--- config.mk ---
export PLATFORM = sky130hd
export DESIGN_NAME = rv_core_top
export DESIGN_NICKNAME = d
export VERILOG_FILES = /design/src/hw/rv_core_pkg.sv /design/src/hw/rv_alu.sv /design/src/hw/rv_regfile.sv /design/src/hw/rv_decode.sv /design/src/hw/rv_execute.sv /design/src/hw/rv_core_top.sv
export SDC_FILE = /design/constraint.sdc
export NUM_CORES = 2
export LEC_CHECK = 0
export ABC_AREA = 0
export BUFFER_PORTS_ARGS = -buffer_cell sky130_fd_sc_hd__buf_2
export CAP_MARGIN = 20
export CORE_MARGIN = 10
export CORE_UTILIZATION = 57
export CTS_BUF_LIST = sky130_fd_sc_hd__clkbuf_2 sky130_fd_sc_hd__clkbuf_4 sky130_fd_sc_hd__clkbuf_8
export CTS_CLUSTER_DIAMETER = 40
export CTS_CLUSTER_SIZE = 28
export DETAILED_ROUTE_END_ITERATION = 8
export PLACE_DENSITY = 0.73
export SYNTH_ARGS = -nofsm -noshare
export SYNTH_HDL_FRONTEND = slang
export SYNTH_SLANG_ARGS = --single-unit
--- constraint.sdc ---
create_clock -name clk -period 8.06 [get_ports clk]
set_input_delay 0 -clock clk [delete_from_list [all_inputs] [get_ports clk]]
set_output_delay 0 -clock clk [all_outputs]
set_load 0.005 [all_outputs]
--- src/hw/rv_core_pkg.sv ---
package rv_core_pkg;

	// ====================
	// Widths
	// ====================

	localparam int XLEN = 32;
	localparam int N_REGS = 32;
	localparam logic [XLEN-1:0] RESET_PC = '0;

	typedef logic [XLEN-1:0] word_t;
	typedef logic [$clog2(N_REGS)-1:0] regaddr_t;
	typedef logic [31:0] instr_t;

	// ====================
	// Opcodes and functs
	// ====================

	localparam logic [6:0] OPC_OP     = 7'b0110011;
	localparam logic [6:0] OPC_OP_IMM = 7'b0010011;
	localparam logic [6:0] OPC_LUI    = 7'b0110111;
	localparam logic [6:0] OPC_AUIPC  = 7'b0010111;

	localparam logic [2:0] F3_ADD_SUB = 3'b000;
	localparam logic [2:0] F3_SLL     = 3'b001;
	localparam logic [2:0] F3_SLT     = 3'b010;
	localparam logic [2:0] F3_SLTU    = 3'b011;
	localparam logic [2:0] F3_XOR     = 3'b100;
	localparam logic [2:0] F3_SRL_SRA = 3'b101;
	localparam logic [2:0] F3_OR      = 3'b110;
	localparam logic [2:0] F3_AND     = 3'b111;

	// Alternate funct7 selects SUB and SRA/SRAI
	localparam logic [6:0] F7_BASE = 7'b0000000;
	localparam logic [6:0] F7_ALT  = 7'b0100000;

	// ====================
	// Control encodings
	// ====================

	typedef enum logic [3:0] {
		ALU_ADD, ALU_SUB, ALU_SLL, ALU_SLT, ALU_SLTU,
		ALU_XOR, ALU_SRL, ALU_SRA, ALU_OR, ALU_AND
	} alu_op_e;

	typedef enum logic [1:0] {SRC_A_RS1, SRC_A_PC, SRC_A_ZERO} src_a_e;

	typedef enum logic [0:0] {SRC_B_RS2, SRC_B_IMM} src_b_e;

	// Decode to execute register
	typedef struct packed {
		logic     valid;
		regaddr_t rs1;
		regaddr_t rs2;
		regaddr_t rd;
		alu_op_e  alu_op;
		src_a_e   src_a;
		src_b_e   src_b;
		word_t    imm;
		word_t    pc;
	} dx_t;

	// Write-back register, also the observation port
	typedef struct packed {
		logic     valid;
		regaddr_t rd;
		word_t    data;
	} wb_t;

endpackage

--- src/hw/rv_alu.sv ---
`timescale 1ns/1ns

module rv_alu (
	input  rv_core_pkg::alu_op_e op_i,
	input  rv_core_pkg::word_t   a_i,
	input  rv_core_pkg::word_t   b_i,
	output rv_core_pkg::word_t   result_o
);
	import rv_core_pkg::*;

	localparam int SHAMT_W = $clog2(XLEN);

	logic [SHAMT_W-1:0] shamt;
	logic               lt_signed;
	logic               lt_unsigned;

	// Shift amount is the low bits of b only
	assign shamt       = b_i[SHAMT_W-1:0];
	assign lt_signed   = $signed(a_i) < $signed(b_i);
	assign lt_unsigned = a_i < b_i;

	always_comb begin
		unique case (op_i)
			ALU_ADD: begin
				result_o = a_i + b_i;
			end
			ALU_SUB: begin
				result_o = a_i - b_i;
			end
			ALU_SLL: begin
				result_o = a_i << shamt;
			end
			ALU_SLT: begin
				result_o = {{(XLEN-1){1'b0}}, lt_signed};
			end
			ALU_SLTU: begin
				result_o = {{(XLEN-1){1'b0}}, lt_unsigned};
			end
			ALU_XOR: begin
				result_o = a_i ^ b_i;
			end
			ALU_SRL: begin
				result_o = a_i >> shamt;
			end
			ALU_SRA: begin
				result_o = word_t'($signed(a_i) >>> shamt);
			end
			ALU_OR: begin
				result_o = a_i | b_i;
			end
			ALU_AND: begin
				result_o = a_i & b_i;
			end
			default: begin
				result_o = '0;
			end
		endcase
	end

endmodule

--- src/hw/rv_regfile.sv ---
`timescale 1ns/1ns

module rv_regfile (
	input  logic                  clk,
	input  logic                  rst_n,
	input  rv_core_pkg::regaddr_t raddr1_i,
	input  rv_core_pkg::regaddr_t raddr2_i,
	output rv_core_pkg::word_t    rdata1_o,
	output rv_core_pkg::word_t    rdata2_o,
	input  rv_core_pkg::wb_t      wb_i
);
	import rv_core_pkg::*;

	// x0 has no storage
	word_t regs [1:N_REGS-1];

	// ====================
	// Write port
	// ====================

	always_ff @(posedge clk or negedge rst_n) begin
		if (!rst_n) begin
			for (int i = 1; i < N_REGS; i++)
				regs[i] <= '0;
		end else if (wb_i.valid && wb_i.rd != '0) begin
			regs[wb_i.rd] <= wb_i.data;
		end
	end

	// ====================
	// Read ports
	// ====================

	assign rdata1_o = (raddr1_i == '0) ? '0 : regs[raddr1_i];
	assign rdata2_o = (raddr2_i == '0) ? '0 : regs[raddr2_i];

	// Decode and execute together keep x0 writes out of the write-back
	a_no_x0_write: assert property (@(posedge clk) disable iff (!rst_n)
		wb_i.valid |-> wb_i.rd != '0);

endmodule

--- src/hw/rv_decode.sv ---
`timescale 1ns/1ns

module rv_decode (
	input  logic                clk,
	input  logic                rst_n,
	input  logic                instr_valid_i,
	input  rv_core_pkg::instr_t instr_i,
	output rv_core_pkg::dx_t    dx_o,
	output logic                illegal_o
);
	import rv_core_pkg::*;

	logic [6:0] opcode;
	logic [2:0] funct3;
	logic [6:0] funct7;
	word_t      imm_i;
	word_t      imm_u;
	word_t      pc_q;
	dx_t        dx_nxt;
	logic       legal;

	// Shared funct3 mapping for OP and OP-IMM
	function automatic alu_op_e alu_from_funct3(input logic [2:0] f3, input logic alt);
		alu_op_e op;
		unique case (f3)
			F3_ADD_SUB: op = alt ? ALU_SUB : ALU_ADD;
			F3_SLL:     op = ALU_SLL;
			F3_SLT:     op = ALU_SLT;
			F3_SLTU:    op = ALU_SLTU;
			F3_XOR:     op = ALU_XOR;
			F3_SRL_SRA: op = alt ? ALU_SRA : ALU_SRL;
			F3_OR:      op = ALU_OR;
			default:    op = ALU_AND;
		endcase
		return op;
	endfunction

	assign opcode = instr_i[6:0];
	assign funct3 = instr_i[14:12];
	assign funct7 = instr_i[31:25];
	assign imm_i  = {{20{instr_i[31]}}, instr_i[31:20]};
	assign imm_u  = {instr_i[31:12], 12'b0};

	always_comb begin
		dx_nxt        = '0;
		dx_nxt.rs1    = instr_i[19:15];
		dx_nxt.rs2    = instr_i[24:20];
		dx_nxt.rd     = instr_i[11:7];
		dx_nxt.alu_op = ALU_ADD;
		dx_nxt.src_a  = SRC_A_RS1;
		dx_nxt.src_b  = SRC_B_RS2;
		dx_nxt.imm    = imm_i;
		dx_nxt.pc     = pc_q;
		legal         = 1'b0;
		unique case (opcode)
			OPC_OP: begin
				legal = (funct7 == F7_BASE) || (funct7 == F7_ALT &&
					(funct3 == F3_ADD_SUB || funct3 == F3_SRL_SRA));
				dx_nxt.alu_op = alu_from_funct3(funct3, funct7 == F7_ALT);
			end
			OPC_OP_IMM: begin
				// Only shifts carry funct7; ADDI bit 30 is immediate
				if (funct3 == F3_SLL) begin
					legal = funct7 == F7_BASE;
				end else if (funct3 == F3_SRL_SRA) begin
					legal = funct7 == F7_BASE || funct7 == F7_ALT;
				end else begin
					legal = 1'b1;
				end
				dx_nxt.alu_op = alu_from_funct3(funct3,
					funct3 == F3_SRL_SRA && funct7 == F7_ALT);
				dx_nxt.src_b = SRC_B_IMM;
			end
			OPC_LUI: begin
				legal        = 1'b1;
				dx_nxt.src_a = SRC_A_ZERO;
				dx_nxt.src_b = SRC_B_IMM;
				dx_nxt.imm   = imm_u;
			end
			OPC_AUIPC: begin
				legal        = 1'b1;
				dx_nxt.src_a = SRC_A_PC;
				dx_nxt.src_b = SRC_B_IMM;
				dx_nxt.imm   = imm_u;
			end
			default: legal = 1'b0;
		endcase
		dx_nxt.valid = instr_valid_i && legal;
		// Bubbles never write back
		if (!dx_nxt.valid)
			dx_nxt.rd = '0;
	end

	always_ff @(posedge clk or negedge rst_n) begin
		if (!rst_n) begin
			pc_q      <= RESET_PC;
			dx_o      <= '0;
			illegal_o <= 1'b0;
		end else begin
			dx_o      <= dx_nxt;
			illegal_o <= instr_valid_i && !legal;
			if (instr_valid_i)
				pc_q <= pc_q + 32'd4;
		end
	end

	a_valid_or_illegal: assert property (@(posedge clk) disable iff (!rst_n)
		!(dx_o.valid && illegal_o));

endmodule

--- src/hw/rv_execute.sv ---
`timescale 1ns/1ns

module rv_execute (
	input  logic                  clk,
	input  logic                  rst_n,
	input  rv_core_pkg::dx_t      dx_i,
	output rv_core_pkg::regaddr_t raddr1_o,
	output rv_core_pkg::regaddr_t raddr2_o,
	input  rv_core_pkg::word_t    rdata1_i,
	input  rv_core_pkg::word_t    rdata2_i,
	output rv_core_pkg::wb_t      wb_o
);
	import rv_core_pkg::*;

	word_t rs1_val;
	word_t rs2_val;
	word_t op_a;
	word_t op_b;
	word_t alu_result;
	logic  hit1;
	logic  hit2;

	assign raddr1_o = dx_i.rs1;
	assign raddr2_o = dx_i.rs2;

	// ====================
	// Bypass
	// ====================

	// Previous result is not in the register file yet
	assign hit1 = wb_o.valid && dx_i.rs1 != '0 && wb_o.rd == dx_i.rs1;
	assign hit2 = wb_o.valid && dx_i.rs2 != '0 && wb_o.rd == dx_i.rs2;

	assign rs1_val = hit1 ? wb_o.data : rdata1_i;
	assign rs2_val = hit2 ? wb_o.data : rdata2_i;

	// ====================
	// Operand select
	// ====================

	always_comb begin
		unique case (dx_i.src_a)
			SRC_A_RS1: op_a = rs1_val;
			SRC_A_PC:  op_a = dx_i.pc;
			default:   op_a = '0;
		endcase
		op_b = (dx_i.src_b == SRC_B_IMM) ? dx_i.imm : rs2_val;
	end

	rv_alu alu0 (
		.op_i     (dx_i.alu_op),
		.a_i      (op_a),
		.b_i      (op_b),
		.result_o (alu_result)
	);

	always_ff @(posedge clk or negedge rst_n) begin
		if (!rst_n) begin
			wb_o <= '0;
		end else begin
			wb_o.valid <= dx_i.valid && dx_i.rd != '0;
			wb_o.rd    <= dx_i.rd;
			wb_o.data  <= alu_result;
		end
	end

	a_wb_rd_nonzero: assert property (@(posedge clk) disable iff (!rst_n)
		wb_o.valid |-> wb_o.rd != '0);

endmodule

--- src/hw/rv_core_top.sv ---
`timescale 1ns/1ns

module rv_core_top (
	input  logic                clk,
	input  logic                rst_n,
	input  logic                instr_valid_i,
	input  rv_core_pkg::instr_t instr_i,
	output rv_core_pkg::wb_t    wb_o,
	output logic                illegal_o
);
	import rv_core_pkg::*;

	dx_t      dx;
	regaddr_t raddr1;
	regaddr_t raddr2;
	word_t    rdata1;
	word_t    rdata2;

	rv_decode decode0 (
		.clk           (clk),
		.rst_n         (rst_n),
		.instr_valid_i (instr_valid_i),
		.instr_i       (instr_i),
		.dx_o          (dx),
		.illegal_o     (illegal_o)
	);

	// Write-back port doubles as the observation output
	rv_regfile regfile0 (
		.clk      (clk),
		.rst_n    (rst_n),
		.raddr1_i (raddr1),
		.raddr2_i (raddr2),
		.rdata1_o (rdata1),
		.rdata2_o (rdata2),
		.wb_i     (wb_o)
	);

	rv_execute execute0 (
		.clk      (clk),
		.rst_n    (rst_n),
		.dx_i     (dx),
		.raddr1_o (raddr1),
		.raddr2_o (raddr2),
		.rdata1_i (rdata1),
		.rdata2_i (rdata2),
		.wb_o     (wb_o)
	);

endmodule

==> impl_metrics.yaml <==
logic_synthesis:
  synthMuxAreaShare_pct: 36.44
  yosysWarnings: 0
  synth_adder_area_share_pct: 1.977
  synthesis.nets: 5470
  synth_area_leaders: "dfrtp_1 42%, mux2_2 18%, mux4_2 14%"
  yosys_most_used_dff: "dfrtp_1"
  post-synth-top-area-cell: "dfrtp_1"
  synth-simple-area-share_pct: 5.301
  synthDistinctLibCells: 102
  ys_ff_latch: 1146
  synth_edf_count: 0
  seq_area_frac_synth_pct: 41.88
  netlist_top_cells_count: "1146 x dfrtp_1, 1105 x mux2_2, 439 x mux4_2"
  synth_area_per_cell_um2: 12.85
  yosysTopAreaCellShare_pct: 41.88
  yosysMostFrequentCell: "dfrtp_1"
  synth_area_um2: 68470
  synth-compound-area-share_pct: 9.299
  syn_inst: 5328
  synth_top_family_by_area: "multiplexers"
  synth_xor_area_share_pct: 0.6268
  ys_async_sr_fraction_pct: 100.0
layout:
  multiInputGateArea_um2: 36950
  final_core_util_pct: 62.64
  final_cell_area_um2: 74950
  finalNetCount: 5483
  synthToLayoutAreaGrowth_pct: 9.460
  instances_no_fill: 7095
  regArea_um2: 28700
  fill_cells: 9057
  layout-drive-gt1-share_pct: 40.71
power:
  seqPwrFrac_pct: 46.5
  clkPwrFrac_pct: 42.0
  p_int_mw: 8.952
  combPwrFrac_pct: 11.4
  swShare_pct: 29.43
  leakagePower_nw: 34.56
  powerDensity_nw_per_um2: 169.2
  p_sw_mw: 3.733
  vdd_drop_max_v: 0.0002124
setup_path:
  crit_path_max_fanout: 29
  cp.depth: 18
  crit_buf_inv: 0
  cp.arrival_ns: 7.93
  critPathTopFamily: "compound AO/OA/AOI/OAI gates"
  startpoint: "decode0.dx_o[76]"
  crit_top_cell: "nor2_1"
  cp.required_ns: 8.79
  critical_path_class: "flop to flop"
  cp-end-kind: "flop"
  timing.rr.start: "decode0.dx_o[76]"
  r2r_cells: 18
  cpPeakStageDelay_ns: 0.84
  worstSetupStartpointType: "flop"
  cp-endpoint: "execute0.wb_o[0]"
  reg2reg_to: "execute0.wb_o[0]"
  cp_slowest_cell: "dfrtp_4"
  r2r_slack_ns: 0.86
  cp_cell_sequence: "mux4_2, mux4_2, mux2i_1, o21ai_0, mux2_2, ha_1, or3_1, nor2_1, nor4b_1, a2111oi_1, a211oi_1, o221ai_1, o31ai_1, a21oi_1, nor2_1, nor2_1, o21ai_0, nand4_1"
global_route:
  overflow: 0
  grt_util_all_layers_pct: 36.65
  grt_antenna_before_repair: 20
  grt_max_degree: 152
  grt_pass1_wl_um: 364300
  grt_pass1_vias: 51170
sta:
  drv_slew: 0
  finalCritPeriodShare_pct: 89.35
  fmax_mhz: 138.9
  finalSetupViolCount: 0
  hold_viol_final: 0
  slew-limit-headroom_pct: 24.21
  rsz0062_at_grt: "false"
  worst_pin_slew_ns: 1.105
  finalSetupTns_ns: 0
  finClkSkew_ns: 0.07186
  period_needed_ns: 7.201
clocking:
  htreeDepth: 4
  clk_path_buf_depth: 3
  clk_pin_slew_ns: 0.09
  cts_tree: "built"
  cts_made_buffers: 157
  cts.sinks: 1146
  clk_latency_ns: 0.95
  cts_root_buf: "clkbuf_8"
routing:
  wl_met1_um: 97590
  drt_first_pass_iters: 7
  via_per_inst: 7.242
  drc_errors: 0
  highest_layer: "met5"
  route.met2.wl_um: 111200
  dr_wl_met3_um: 28050
  drt_iter0_drc: 6574
  dr_total_vias: 51380
  routed_wl_um: 250900
  ant_nets: 0
  wl_per_cell_um: 35.36
floorplanning:
  die-area_um2: 134400
  ios: 74
  die_w_um: 366.6
  die_y_um: 366.6
  rows: 127
  initial_core_util_pct: 57.22
  coreArea_um2: 119700
hold_path:
  worstHoldStart: "instr_i[27]"
  hold_class: "input port to flop"
placement:
  placed_cell_area_um2: 70210
  dp_hpwl_um: 164600
  placed_cells: 6709
  portBuffers: 73
  gp_congestion: 1.018
run_status:
  outcome: "finished clean"
flow_run:
  cap_violations: 0
[state kept, by name, summed over array words and instances (netlist names)]
| name | flops |
|---|---|
| execute0.wb_o | 38 |
| decode0.illegal_o | 1 |
| decode0.pc_q | 30 |
| decode0.dx_o | 85 |
| regfile0.regs | 992 |
[routing by layer]
metal  up-vias  track usage (%)
li1      20450                -
met1     26730            49.41
met2      3394            54.40
met3       795            10.51
met4        16            17.81
met5         -                0
[final cells by class]
type	count	area share [%]
flip-flops and latches	1146	38.30
diodes	8	0.02671
clock buffers	186	3.282
multi-input cells	3566	49.30
well taps	1612	2.691
inverters	113	0.5726
repair buffers	357	4.113
clock inverters	107	1.713
[power by group through the flow]
stage          clock network (mW)  registers [mW]  logic (mW)
6_report                     5.33            5.90        1.45
5_1_grt                      5.63            5.90        1.52
4_1_cts                      5.38            5.92        1.37
3_5_place_dp                    0            6.03        1.34
3_3_place_gp                    0            6.04        1.33
2_1_floorplan                   0            5.96       0.804
[kinds of logic after synthesis]
group	count (synthesis)
AOI/OAI and AO/OA	901
xor gates and xnor gates	49
adders and majority gates	107
buffers and inverters	616
DFF	1146
muxes	1734
and+or+nand+nor	775
[worst reg2reg max path: cells and delay by family (launching register included)]
family                     cells  cell delay [ns]
DFF                            1             0.84
and+or+nand+nor                6             1.39
adders and majority gates      1             0.38
muxes                          4             2.09
AOI/OAI and AO/OA              7             2.29
[stage by stage]
step	hold slack, ns	power (mW)	setup WS, ns
6_report	0.08743	12.68	0.8585
5_1_grt	0.04119	13.05	0.5955
4_1_cts	0.002575	12.67	1.168
3_5_place_dp	0.07916	7.370	1.228
3_3_place_gp	0.09229	7.370	1.214
2_1_floorplan	-0.2956	6.764	1.849
[cell usage in the layout, fill, tap and decap left out, drive strengths merged, types with 55 or more instances in the layout]
master / Yosys / routed
o21ai: 154 / 154
dlygate4sd3: 0 / 78
nand3: 55 / 55
buf: 211 / 279
dfrtp: 1146 / 1146
ha: 105 / 105
a22oi: 88 / 88
a221oi: 82 / 82
clkbuf: 291 / 186
inv: 111 / 144
nand2: 268 / 268
mux2i: 146 / 146
mux4: 483 / 483
mux2: 1105 / 1105
a21oi: 172 / 172
nor2: 215 / 215
[worst min-delay path by stage]
stage                          to  slack (ns)  cells past startpoint
6_report         decode0.dx_o[59]        0.09                      3
2_1_floorplan    decode0.dx_o[10]       -0.30                      0
3_3_place_gp   regfile0.regs[139]        0.09                      1
5_1_grt          decode0.dx_o[39]        0.04                      3
4_1_cts          decode0.dx_o[58]       0.003                      3
3_5_place_dp    regfile0.regs[75]        0.08                      1
[timing repair]
item | 4_1_cts | 5_1_grt
hold endpoints to repair | 847 | 0
hold buffers | 79 | 0
gates resized for setup | 0 | 0
setup buffers | 0 | 0
Note: power is estimated with default switching activity, not from simulation.
